### config.mk
export PLATFORM = sky130hd
export DESIGN_NAME = spiFlashTop
export DESIGN_NICKNAME = d
export VERILOG_FILES = /design/src/spiFlashPkg.sv /design/src/flashCmdSequencer.sv /design/src/spiByteEngine.sv /design/src/flashReadCollector.sv /design/src/spiFlashTop.sv
export VERILOG_INCLUDE_DIRS = /design/src
export SDC_FILE = /design/constraint.sdc
export NUM_CORES = 1
export LEC_CHECK = 0
export BUFFER_PORTS_ARGS = -buffer_cell sky130_fd_sc_hd__clkbuf_2
export CORE_MARGIN = 10
export CORE_UTILIZATION = 30
export DETAILED_ROUTE_END_ITERATION = 8
export MAX_ROUTING_LAYER = met4
export PLACE_DENSITY = 0.52
export SLEW_MARGIN = 20
export SYNTH_ARGS = -nofsm -noshare
export SYNTH_HDL_FRONTEND = slang
export SYNTH_SLANG_ARGS = --single-unit
### constraint.sdc
create_clock -name clk -period 3.9 [get_ports clk]
set_clock_uncertainty 0.1 [all_clocks]
set_input_delay 0.195 -clock clk [delete_from_list [all_inputs] [get_ports clk]]
set_output_delay 0.195 -clock clk [all_outputs]
set_load 0.1 [all_outputs]
### src/spiFlash_consts.svh
// constants for the SPI flash read pipeline
// sck divider, credit buffer depths and request length width
`ifndef SPIFLASH_CONSTS_SVH
`define SPIFLASH_CONSTS_SVH

// clk cycles per sck half-period
`define SPI_CLK_DIV 2

// receiver buffer depths, also the initial credit count of each sender
`define REQ_DEPTH 2     // sequencer request queue
`define ENG_DEPTH 2     // engine input buffer
`define RD_FIFO_DEPTH 4 // collector read fifo

// byte count field of a request
`define MAX_LEN_W 8

`endif

### src/spiFlashPkg.sv
// shared types of the flash read pipeline
// flash opcodes, sequencer and engine FSM states
// request, spi byte and read byte structs passed between stages
`include "spiFlash_consts.svh"

package spiFlashPkg;

	// supported commands, everything else is out of scope
	typedef enum logic [7:0] {
		OP_READ  = 8'h03, // read data, 24-bit address follows
		OP_JEDEC = 8'h9F  // manufacturer and device id
	} flashOp;

	typedef struct packed {
		flashOp op;
		logic [23:0] addr;           // unused for jedec
		logic [`MAX_LEN_W-1:0] len;  // data bytes wanted
	} flashReq;

	// one byte on the spi wire plus its tags
	typedef struct packed {
		logic [7:0] data;
		logic isData; // keep the received byte
		logic last;   // release csx after this byte
	} spiByte;

	typedef struct packed {
		logic [7:0] data;
		logic last; // final data byte of the request
	} rdByte;

	typedef enum logic [1:0] {
		SEQ_IDLE,
		SEQ_OPCODE,
		SEQ_ADDR,
		SEQ_DATA
	} seqState;

	typedef enum logic [1:0] {
		ENG_IDLE,
		ENG_SHIFT,
		ENG_HOLD // csx release half-period
	} engState;

endpackage

### src/flashCmdSequencer.sv
// command sequencer of the flash read pipeline
// request queue with credit return, FSM expanding a request into
// opcode, address and dummy bytes, credit counter toward the engine
`timescale 1ns/1ps
`include "spiFlash_consts.svh"

module flashCmdSequencer (
	input  logic clk,
	input  logic rst,
	input  logic reqValid,
	input  spiFlashPkg::flashReq req,
	output logic reqCredit,
	output logic txValid,
	output spiFlashPkg::spiByte tx,
	input  logic txCredit
);
	localparam int ptrW = (`REQ_DEPTH > 1) ? $clog2(`REQ_DEPTH) : 1;
	localparam int qCntW = $clog2(`REQ_DEPTH + 1);
	localparam int txCntW = $clog2(`ENG_DEPTH + 1);

	spiFlashPkg::flashReq qMem [`REQ_DEPTH]; // request queue storage
	logic [ptrW-1:0] qWrPtr;
	logic [ptrW-1:0] qRdPtr;
	logic [qCntW-1:0] qCount;
	logic qPop; // FSM takes the head request

	spiFlashPkg::seqState state;
	spiFlashPkg::flashReq cur;   // request being expanded
	logic [23:0] addrSh;         // address goes out msb byte first
	logic [1:0] addrIdx;         // address byte index 0..2
	logic [`MAX_LEN_W-1:0] remLen; // dummy bytes still owed
	logic [txCntW-1:0] txCnt;    // engine buffer slots we may fill
	logic send;
	spiFlashPkg::spiByte nextByte;

	assign qPop = (state == spiFlashPkg::SEQ_IDLE) && (qCount != '0);
	assign send = (state != spiFlashPkg::SEQ_IDLE) && (txCnt != '0); // one byte per cycle on credit

	always_ff @(posedge clk) begin
		if (reqValid)
			qMem[qWrPtr] <= req;
	end

	always_ff @(posedge clk) begin
		if (rst) begin
			qWrPtr <= '0;
			qRdPtr <= '0;
			qCount <= '0;
			txCnt <= txCntW'(`ENG_DEPTH); // engine buffer starts empty
		end else begin
			if (reqValid)
				qWrPtr <= (qWrPtr == ptrW'(`REQ_DEPTH - 1)) ? '0 : qWrPtr + 1'b1;
			if (qPop)
				qRdPtr <= (qRdPtr == ptrW'(`REQ_DEPTH - 1)) ? '0 : qRdPtr + 1'b1;
			qCount <= qCount + qCntW'(reqValid) - qCntW'(qPop);
			txCnt <= txCnt - txCntW'(send) + txCntW'(txCredit);
		end
	end

	// byte for the current state
	always_comb begin
		nextByte.data = 8'h00; // dummy byte, flash answers with data
		nextByte.isData = 1'b0;
		nextByte.last = 1'b0;
		case (state)
			spiFlashPkg::SEQ_OPCODE: begin
				nextByte.data = cur.op;
				nextByte.last = (cur.op != spiFlashPkg::OP_READ) && (cur.len == '0);
			end
			spiFlashPkg::SEQ_ADDR: begin
				nextByte.data = addrSh[23:16];
				nextByte.last = (addrIdx == 2'd2) && (cur.len == '0);
			end
			spiFlashPkg::SEQ_DATA: begin
				nextByte.isData = 1'b1;
				nextByte.last = (remLen == `MAX_LEN_W'(1));
			end
			default: ;
		endcase
	end

	always_ff @(posedge clk) begin
		if (rst) begin
			state <= spiFlashPkg::SEQ_IDLE;
			reqCredit <= 1'b0;
			txValid <= 1'b0;
		end else begin
			reqCredit <= qPop; // slot freed when the FSM takes it
			txValid <= send;
			case (state)
				spiFlashPkg::SEQ_IDLE:
					if (qPop)
						state <= spiFlashPkg::SEQ_OPCODE;
				spiFlashPkg::SEQ_OPCODE:
					if (send) begin
						if (cur.op == spiFlashPkg::OP_READ)
							state <= spiFlashPkg::SEQ_ADDR;
						else
							state <= nextByte.last ? spiFlashPkg::SEQ_IDLE : spiFlashPkg::SEQ_DATA;
					end
				spiFlashPkg::SEQ_ADDR:
					if (send && addrIdx == 2'd2)
						state <= nextByte.last ? spiFlashPkg::SEQ_IDLE : spiFlashPkg::SEQ_DATA;
				spiFlashPkg::SEQ_DATA:
					if (send && nextByte.last)
						state <= spiFlashPkg::SEQ_IDLE;
				default: state <= spiFlashPkg::SEQ_IDLE;
			endcase
		end
	end

	// request latch and byte payload
	always_ff @(posedge clk) begin
		if (qPop) begin
			cur <= qMem[qRdPtr];
			addrSh <= qMem[qRdPtr].addr;
			addrIdx <= 2'd0;
			remLen <= qMem[qRdPtr].len;
		end
		if (send) begin
			tx <= nextByte;
			if (state == spiFlashPkg::SEQ_ADDR) begin
				addrSh <= {addrSh[15:0], 8'h00};
				addrIdx <= addrIdx + 2'd1;
			end
			if (state == spiFlashPkg::SEQ_DATA)
				remLen <= remLen - 1'b1;
		end
	end

endmodule

### src/spiByteEngine.sv
// SPI byte engine, mode 0, msb first
// input buffer with credit return, sck divider, shift register,
// csx control across a transaction, credit counter toward the collector
`timescale 1ns/1ps
`include "spiFlash_consts.svh"

module spiByteEngine (
	input  logic clk,
	input  logic rst,
	input  logic txValid,
	input  spiFlashPkg::spiByte tx,
	output logic txCredit,
	output logic rxValid,
	output spiFlashPkg::spiByte rx,
	input  logic rxCredit,
	output logic sck,
	output logic csx,
	output logic sdo,
	input  logic sdi
);
	localparam int ptrW = (`ENG_DEPTH > 1) ? $clog2(`ENG_DEPTH) : 1;
	localparam int bufCntW = $clog2(`ENG_DEPTH + 1);
	localparam int rxCntW = $clog2(`RD_FIFO_DEPTH + 1);
	localparam int divW = $clog2(`SPI_CLK_DIV + 1);

	spiFlashPkg::spiByte bufMem [`ENG_DEPTH];
	logic [ptrW-1:0] wrPtr;
	logic [ptrW-1:0] rdPtr;
	logic [bufCntW-1:0] bufCount;
	logic [rxCntW-1:0] rxCnt; // free collector slots

	spiFlashPkg::engState state;
	logic [7:0] shReg;        // tx bits leave at the top, rx bits enter at the bottom
	logic curIsData;
	logic curLast;
	logic [divW-1:0] divCnt;
	logic [3:0] bitCnt;       // rising edges seen in this byte
	logic halfTick;           // end of a sck half-period
	logic start;
	logic byteDone;           // eighth falling edge

	assign start = (state == spiFlashPkg::ENG_IDLE) && (bufCount != '0) && (rxCnt != '0);
	assign halfTick = (divCnt == divW'(`SPI_CLK_DIV - 1));
	assign byteDone = (state == spiFlashPkg::ENG_SHIFT) && halfTick && sck && (bitCnt == 4'd8);

	always_ff @(posedge clk) begin
		if (txValid)
			bufMem[wrPtr] <= tx;
	end

	always_ff @(posedge clk) begin
		if (rst) begin
			wrPtr <= '0;
			rdPtr <= '0;
			bufCount <= '0;
			rxCnt <= rxCntW'(`RD_FIFO_DEPTH);
		end else begin
			if (txValid)
				wrPtr <= (wrPtr == ptrW'(`ENG_DEPTH - 1)) ? '0 : wrPtr + 1'b1;
			if (start)
				rdPtr <= (rdPtr == ptrW'(`ENG_DEPTH - 1)) ? '0 : rdPtr + 1'b1;
			bufCount <= bufCount + bufCntW'(txValid) - bufCntW'(start);
			rxCnt <= rxCnt - rxCntW'(start) + rxCntW'(rxCredit); // reserve a slot per byte
		end
	end

	always_ff @(posedge clk) begin
		if (rst) begin
			state <= spiFlashPkg::ENG_IDLE;
			sck <= 1'b0;
			csx <= 1'b1;
			sdo <= 1'b0;
			divCnt <= '0;
			bitCnt <= '0;
			txCredit <= 1'b0;
			rxValid <= 1'b0;
		end else begin
			txCredit <= start; // buffer slot frees as the byte starts
			rxValid <= byteDone;
			divCnt <= (state == spiFlashPkg::ENG_IDLE || halfTick) ? '0 : divCnt + 1'b1;
			case (state)
				spiFlashPkg::ENG_IDLE:
					if (start) begin
						state <= spiFlashPkg::ENG_SHIFT;
						csx <= 1'b0; // no-op inside a transaction
						sdo <= bufMem[rdPtr].data[7];
						bitCnt <= '0;
					end
				spiFlashPkg::ENG_SHIFT:
					if (halfTick) begin
						sck <= ~sck;
						if (!sck)
							bitCnt <= bitCnt + 4'd1; // rising edge, flash samples sdo
						else if (byteDone) begin
							sdo <= 1'b0;
							state <= curLast ? spiFlashPkg::ENG_HOLD : spiFlashPkg::ENG_IDLE;
						end else
							sdo <= shReg[7]; // falling edge, next bit out
					end
				spiFlashPkg::ENG_HOLD:
					if (halfTick) begin
						csx <= 1'b1; // transaction over
						state <= spiFlashPkg::ENG_IDLE;
					end
				default: state <= spiFlashPkg::ENG_IDLE;
			endcase
		end
	end

	// shift register and received byte
	always_ff @(posedge clk) begin
		if (start) begin
			shReg <= bufMem[rdPtr].data;
			curIsData <= bufMem[rdPtr].isData;
			curLast <= bufMem[rdPtr].last;
		end else if (state == spiFlashPkg::ENG_SHIFT && halfTick && !sck)
			shReg <= {shReg[6:0], sdi}; // sample sdi on rising sck
		if (byteDone)
			rx <= '{data: shReg, isData: curIsData, last: curLast};
	end

endmodule

### src/flashReadCollector.sv
// read collector of the flash read pipeline
// input stage that drops header bytes, read FIFO,
// consumer credit counter and credit return toward the engine
`timescale 1ns/1ps
`include "spiFlash_consts.svh"

module flashReadCollector (
	input  logic clk,
	input  logic rst,
	input  logic rxValid,
	input  spiFlashPkg::spiByte rx,
	output logic rxCredit,
	output logic rdValid,
	output spiFlashPkg::rdByte rd,
	input  logic rdCredit
);
	localparam int ptrW = (`RD_FIFO_DEPTH > 1) ? $clog2(`RD_FIFO_DEPTH) : 1;
	localparam int cntW = $clog2(`RD_FIFO_DEPTH + 1);
	localparam int crW = `MAX_LEN_W + 1; // consumer may grant a whole request ahead

	spiFlashPkg::spiByte stg; // byte one cycle after rxValid
	logic stgValid;
	spiFlashPkg::rdByte mem [`RD_FIFO_DEPTH];
	logic [ptrW-1:0] wrPtr;
	logic [ptrW-1:0] rdPtr;
	logic [cntW-1:0] count;
	logic [crW-1:0] rdCnt;    // consumer credits on hand, none after reset
	logic wr;
	logic drop;
	logic pop;

	assign wr = stgValid && stg.isData;
	assign drop = stgValid && !stg.isData; // header byte, slot comes straight back
	assign pop = (count != '0) && (rdCnt != '0) && !drop; // one credit pulse per cycle
	assign rxCredit = drop | pop;

	always_ff @(posedge clk) begin
		if (rxValid)
			stg <= rx;
		if (wr)
			mem[wrPtr] <= '{data: stg.data, last: stg.last};
		if (pop)
			rd <= mem[rdPtr];
	end

	always_ff @(posedge clk) begin
		if (rst) begin
			stgValid <= 1'b0;
			wrPtr <= '0;
			rdPtr <= '0;
			count <= '0;
			rdCnt <= '0;
			rdValid <= 1'b0;
		end else begin
			stgValid <= rxValid;
			if (wr)
				wrPtr <= (wrPtr == ptrW'(`RD_FIFO_DEPTH - 1)) ? '0 : wrPtr + 1'b1;
			if (pop)
				rdPtr <= (rdPtr == ptrW'(`RD_FIFO_DEPTH - 1)) ? '0 : rdPtr + 1'b1;
			count <= count + cntW'(wr) - cntW'(pop);
			rdCnt <= rdCnt + crW'(rdCredit) - crW'(pop);
			rdValid <= pop;
		end
	end

endmodule

### src/spiFlashTop.sv
// top level of the SPI flash read controller
// sequencer, byte engine and collector chained by credit links
`timescale 1ns/1ps

module spiFlashTop (
	input  logic clk,
	input  logic rst,
	input  logic reqValid,
	input  spiFlashPkg::flashReq req,
	output logic reqCredit,
	output logic rdValid,
	output spiFlashPkg::rdByte rd,
	input  logic rdCredit,
	output logic sck,
	output logic csx,
	output logic sdo,
	input  logic sdi
);
	logic txValid;            // sequencer to engine
	spiFlashPkg::spiByte tx;
	logic txCredit;
	logic rxValid;            // engine to collector
	spiFlashPkg::spiByte rx;
	logic rxCredit;

	flashCmdSequencer flashCmdSequencer_i (
		.clk(clk), .rst(rst),
		.reqValid(reqValid), .req(req), .reqCredit(reqCredit),
		.txValid(txValid), .tx(tx), .txCredit(txCredit)
	);

	spiByteEngine spiByteEngine_i (
		.clk(clk), .rst(rst),
		.txValid(txValid), .tx(tx), .txCredit(txCredit),
		.rxValid(rxValid), .rx(rx), .rxCredit(rxCredit),
		.sck(sck), .csx(csx), .sdo(sdo), .sdi(sdi)
	);

	flashReadCollector flashReadCollector_i (
		.clk(clk), .rst(rst),
		.rxValid(rxValid), .rx(rx), .rxCredit(rxCredit),
		.rdValid(rdValid), .rd(rd), .rdCredit(rdCredit)
	);

endmodule

==> After elaboration in Yosys (flattened, before gate mapping) <==
Memory sizes are Yosys's and may differ from the RTL's. A register that Yosys moved wholly into a read port is not among the register bits.
Index checks and enable logic that the tools add are counted.
{ "word_totals": {"reg_bits": 138, "input_bits": 45, "out_inout_bits": 14, "n_memories": 3, "mem_bits_rw": 136} }
{ "op_classes": {"muxes": 56, "n_reduce_logical": 40, "bitwise_logic": 2, "addsub": 22, "eq_ne": 23} }
{ "mem_list": {"columns": ["memory", "words", "width", "read_ports", "rd_ports_with_merged_regs", "write_ports", "line_no", "rtl"], "rows": [
  ["flashCmdSequencer_i.qMem", 2, 40, 1, 1, 1, "flashCmdSequencer.sv:21", "spiFlashPkg::flashReq qMem [`REQ_DEPTH];"],
  ["flashReadCollector_i.mem", 4, 9, 1, 1, 1, "flashReadCollector.sv:23", "spiFlashPkg::rdByte mem [`RD_FIFO_DEPTH];"],
  ["spiByteEngine_i.bufMem", 2, 10, 1, 1, 1, "spiByteEngine.sv:26", "spiFlashPkg::spiByte bufMem [`ENG_DEPTH];"]
]} }
{ "op_table": {"columns": ["op", "n"], "rows": [
  ["24-bit two-way mux", 3],
  ["8-bit two-way mux", 5],
  ["2-bit two-way mux", 17],
  ["1-bit two-way mux", 21],
  ["2-bit by 1-bit inequality test with 1-bit output, second input constant", 9],
  ["1-bit logical AND", 16],
  ["8-bit one-hot mux with 2 select lines", 1],
  ["2-bit nonzero test", 7],
  ["2-bit == test, second input constant", 6],
  ["4-bit two-way mux", 3],
  ["4-bit AND reduction", 3],
  ["9-bit by 1-bit adder with 9-bit output", 1],
  ["9-bit nonzero test", 1],
  ["9-bit by 1-bit subtractor with 9-bit output", 1],
  ["2-bit by 1-bit adder with 2-bit output, second input constant", 4],
  ["8-bit by 1-bit == test with 1-bit output, second input constant", 1],
  ["8-bit by 2-bit == test with 1-bit output, second input constant", 1],
  ["8-bit zero test", 1],
  ["8-bit by 2-bit inequality test with 1-bit output, second input constant", 1],
  ["2-bit one-hot mux with 4 select lines", 1],
  ["4-bit one-hot mux with 2 select lines", 1],
  ["8-bit by 1-bit subtractor with 8-bit output, second input constant", 1],
  ["2-bit by 1-bit adder with 2-bit output", 3],
  ["3-bit by 1-bit adder with 3-bit output", 2],
  ["20 further kinds", 33]
]} }

==> Depth between registers and ports, before layout <==
{ "depth": {"word_depth": 8, "mapped_depth": 14, "depth_no_buf": 14} }

==> Cells and area by module <==
A second synthesis with hierarchy kept.
{ "unflattened": {"hier_cells": 800, "area_unflattened_um2": 11340.9} }
{ "modules_own_cells": {"columns": ["module", "area_per_inst_um2", "seq_area_each_um2", "cells_per_inst", "n_inst"], "rows": [
  ["flashCmdSequencer", 5839.4, 4083.9, 426, 1],
  ["flashReadCollector", 3083.0, 2011.9, 200, 1],
  ["spiByteEngine", 2418.6, 1621.6, 174, 1]
]} }

==> Least setup slack after synthesis <==
Ideal clock, no wire load.
{ "synth_timing": {"path_type": "reg2reg", "start": "register flashReadCollector_i.rdCnt[2]", "end": "register flashReadCollector_i.rdCnt[8]", "required_ps": 3670, "path_stages_with_launch": 15, "slack_ps": 508, "period_less_slack_ps": 3392, "setup_ps": 130, "arrival_ps": 3162, "path_cell_list": "dfxtp_1 -> inv_1 -> ha_1 -> nor4b_1 -> a31oi_1 -> nor2b_1 -> ha_1 -> inv_1 -> ha_1 -> fa_1 -> a21oi_1 -> o21bai_1 -> a211oi_1 -> o21ai_0 -> nor3b_1"} }
{ "synth_between": {"elab_chain_cells": 4} }
{ "synth_rtl": {"columns": ["element", "line_no", "rtl"], "rows": [
  ["start: declaration", "flashReadCollector.sv:27", "logic [crW-1:0] rdCnt;"],
  ["start signal: assignment", "flashReadCollector.sv:61", "rdCnt <= rdCnt + crW'(rdCredit) - crW'(pop);"],
  ["9-bit nonzero test", "flashReadCollector.sv:34", "assign pop = (count != '0) && (rdCnt != '0) && !drop;"],
  ["1-bit logical AND (2 in a row)", "flashReadCollector.sv:34", null],
  ["named net flashReadCollector_i.pop", "flashReadCollector.sv:30", "logic pop;"],
  ["9-bit by 1-bit subtractor with 9-bit output", "flashReadCollector.sv:61", null]
]} }
The timed path passes the listed nets, and every way through them passes these cells.
A chain may end at the register's enable or synchronous reset.

==> Final worst setup path <==
Same ends and word-level chain as after synthesis.

==> insert_results.sql <==
INSERT INTO impl_metrics (metric_group, metric, value, unit) VALUES
('layout', 'fin_area', '13400', 'um^2'),
('floorplanning', 'initial_standard_cell_utilization_of_the_core', '30.5', '%'),
('place', 'placed_cell_count', '1289', ''),
('outcome', 'status', 'finished, final reports clean', ''),
('setup_path', 'timing.critical_path.to_type', 'register', ''),
('routing', 'detail_route.vias_per_cell', '4.39', ''),
('power', 'switchingPower', '0.00340', 'W'),
('layout', 'area_growth', '19.9', '%'),
('routing', 'postRouteAntennaNets', '0', ''),
('power', 'p_int', '0.00681', 'W'),
('min_path', 'min_path_type', 'in2reg', ''),
('timing', 'final_min_period_over_clock_period', '78.0', '%'),
('power', 'relative_contribution_of_sequential_cells_to_total_power', '43.9', '%'),
('timing', 'achievable-frequency', '329', 'MHz'),
('layout', 'final.fill_count', '3499', ''),
('timing', 'total_count_of_hold_check_failures_in_the_final_report', '0', ''),
('power', 'swShare', '33.3', '%'),
('synth', 'postSynthRegisterBits', '285', ''),
('setup_path', 'timing_worst_setup_path_type', 'reg2reg', ''),
('setup_path', 'r2r.worst_path.cells', '14', ''),
('timing', 'slew_headroom', '28.5', '%'),
('clock_network', 'cts_setup_buffers', '0', ''),
('place', 'dpl.hpwl', '12500', 'um'),
('synth', 'synth_top_flop_cell', 'edfxtp_1', ''),
('global_routing', 'antenna_violations_before_repair', '0', ''),
('global_routing', 'global_route_wire_length_before_repair', '31900', 'um'),
('routing', 'post_drt_wl_per_cell', '13.9', 'um'),
('synth', 'sequential_element_share_of_the_synthesized_area', '69.2', '%'),
('global_routing', 'via_count_of_the_first_global_routing_pass', '6156', ''),
('power', 'clkPwrFrac', '26.6', '%'),
('power', 'power.total', '0.0102', 'W'),
('timing', 'slew_viol_final', '0', ''),
('power', 'pwr_density', '764', 'nW/um^2'),
('synth', 'yosys_warnings', '0', ''),
('synth', 'postSynthCellCount', '784', ''),
('setup_path', 'arrival', '3370', 'ps'),
('timing', 'finalCriticalPeriod', '3040', 'ps'),
('routing', 'dr.first_iter.drc_count', '240', ''),
('timing', 'report.final.setup_viol', '0', ''),
('power', 'vdd_drop_max', '0.382', 'mV'),
('clock_network', 'cts_inserted_buffers', '30', ''),
('setup_path', 'required', '4230', 'ps'),
('synth', 'area_leader_netlist', 'edfxtp_1', ''),
('synth', 'mappedNetlistArea', '11200', 'um^2'),
('routing', 'num_vias', '6094', ''),
('floorplanning', 'rows', '70', ''),
('setup_path', 'worstReg2RegEnd', 'flashReadCollector_i.rdCnt[8]', ''),
('global_routing', 'grt.overflow.total', '0', ''),
('synth', 'synth-async-reset-ratio', '0', '%'),
('setup_path', 'crit_fanout', '3', ''),
('floorplanning', 'design.die.area', '45300', 'um^2'),
('synth', 'synthesis.nets', '870', ''),
('clock_network', 'htreeDepth', '1', ''),
('layout', 'final_cells', '1388', ''),
('routing', 'finalWirelength', '19300', 'um'),
('setup_path', 'critical_path.startpoint', 'flashReadCollector_i.rdCnt[2]', ''),
('timing', 'unrepaired_setup_endpoints_after_global_routing', 'false', ''),
('clock_network', 'cts.path.max_buffers', '3', ''),
('clock_network', 'clock_sinks', '285', ''),
('setup_path', 'reg2reg_slack', '860', 'ps'),
('run', 'max_cap_violations', '0', ''),
('floorplanning', 'die_w', '213', 'um'),
('synth', 'synth_cell_type_count', '56', ''),
('power', 'leakage', '4.77', 'nW'),
('clock_network', 'clock_tree_from_tritoncts', 'built', ''),
('timing', 'max_slew.worst_pin.slew', '1070', 'ps'),
('global_routing', 'track_usage', '8.83', '%'),
('setup_path', 'r2r-start', 'flashReadCollector_i.rdCnt[2]', ''),
('power', 'power.share.combinational', '29.4', '%'),
('layout', 'final_layout_size_suffix_gt1_share', '16.4', '%'),
('synth', 'synth_enable_flop_cells', '201', '');
-- what timing repair did --
item,CTS,global route
hold buffers,43,0
endpoints found under the hold margin,84,0
resized for setup,0,0
setup endpoints to repair,0,0
-- Yosys cell counts, types with 12 or more instances --
library cell and n:
nor3_1 15, xnor2_1 15, inv_1 40, a21oi_1 38
o21ai_0 24, edfxtp_1 201, mux2i_1 35, nor2_1 77
mux2_2 19, dfxtp_1 84, ha_1 38, a22oi_1 12
a211oi_1 13, clkbuf_1 19, nor2b_1 27, nand2_1 31
-- layer usage --
layer	wire [um]	track usage, %	share of wire, %	vias up
li1	-	-	-	3082
met1	9080	11.0	47	2904
met2	9100	14.1	47	78
met5	0	-	0	-
met4	407	2.54	2.1	0
met3	691	1.98	3.6	30
-- state kept, by name (all words and copies together) (netlist names), 10 cells and up, named ones only --
name                        count
flashCmdSequencer_i.qMem       80
flashCmdSequencer_i.addrSh     24
spiByteEngine_i.rx             10
flashReadCollector_i.stg       10
flashCmdSequencer_i.tx         10
flashCmdSequencer_i.cur        16
spiByteEngine_i.bufMem         20
flashReadCollector_i.mem       36
-- stage by stage --
step	worst slack, ps	hold WS (ps)	util, %
floorplan	508	194	-
CTS	824	74.4	36.5
finish	857	79.0	36.5
global placement	881	284	32.7
detailed placement	838	287	32.7
global route	521	129	36.5
-- worst min-delay path by stage --
stage                     slack [ps]    start                               to  depth (start not counted)
after floorplan                  190   req[0]   flashCmdSequencer_i.qMem[0][0]                          0
after global placement           280   req[0]   flashCmdSequencer_i.qMem[0][0]                          1
after detailed placement         290  req[30]  flashCmdSequencer_i.qMem[1][30]                          1
after CTS                         70      rst                         register                          2
after global routing             130      rst                         register                          2
final                             80      rst    flashCmdSequencer_i.qCount[1]                          2
-- layout by cell type (no fill, tap or decap), types with 3 or more instances in the layout --
| cell type | netlist | final |
|---|---|---|
| nor3_1 | 15 | 15 |
| inv_1 | 40 | 40 |
| a22oi_1 | 12 | 12 |
| ha_1 | 38 | 38 |
| nand2b_1 | 5 | 5 |
| mux4_2 | 9 | 9 |
| clkinv_1 | 1 | 5 |
| clkbuf_2 | 0 | 58 |
| a21oi_1 | 38 | 38 |
| fa_1 | 3 | 3 |
| a211oi_1 | 13 | 13 |
| nor2b_1 | 27 | 26 |
| nand2_1 | 31 | 31 |
| and3_1 | 5 | 5 |
| xnor2_1 | 15 | 15 |
| nor2_1 | 77 | 77 |
| a311oi_1 | 3 | 3 |
| nand3_1 | 7 | 7 |
| nor4_1 | 3 | 3 |
| buf_4 | 1 | 7 |
| mux2_2 | 19 | 19 |
| or3_1 | 3 | 3 |
| clkbuf_16 | 0 | 30 |
| and2_1 | 4 | 3 |
| dlygate4sd3_1 | 0 | 43 |
| mux2i_1 | 35 | 35 |
| o21ai_0 | 24 | 24 |
| o211ai_1 | 4 | 4 |
| xor2_1 | 9 | 9 |
| clkbuf_1 | 19 | 7 |
| dfxtp_1 | 84 | 83 |
| clkinv_2 | 0 | 6 |
| edfxtp_1 | 201 | 201 |
-- worst max-delay path: stages (launching register included) --
cell and delay (ps):
dfxtp_1 320, inv_1 80, ha_1 150, nor4b_1 220
a31oi_1 130, nor2b_1 160, ha_1 280, inv_1 40
ha_1 190, fa_1 400, a21oi_1 180, o21bai_1 130
a211oi_1 290, o21ai_0 130, nor3b_1 140
-- power by group through the flow --
stage          logic, W  clock network (W)  registers, W
2_1_floorplan   0.00206                  0       0.00482
3_3_place_gp    0.00298                  0       0.00455
3_5_place_dp    0.00302                  0       0.00457
4_1_cts         0.00307            0.00282       0.00450
5_1_grt         0.00340            0.00294       0.00458
6_report        0.00301            0.00272       0.00448
-- area by class of cell --
type / instances / area (um^2) / area share, %
sequential: 285 / 7720 / 57.7
inverter: 42 / 158 / 1.18
clock buffer: 39 / 805 / 6.02
multi-input combinational: 429 / 3180 / 23.8
clock inverter: 17 / 151 / 1.13
timing repair buffer: 108 / 773 / 5.78
tap: 468 / 586 / 4.38
-- cells by family after synthesis --
| kind of cell | share of synthesized area (%) |
|---|---|
| adder cells (fa/ha/maj) | 4.80 |
| flip-flops | 69.2 |
| multiplexers | 6.88 |
| AND/OR/NAND/NOR | 8.22 |
| buffers and inverters | 2.46 |
| XOR/XNOR | 1.88 |
| AO/OA/AOI/OAI | 6.58 |
(Power assumes the default switching activity.)
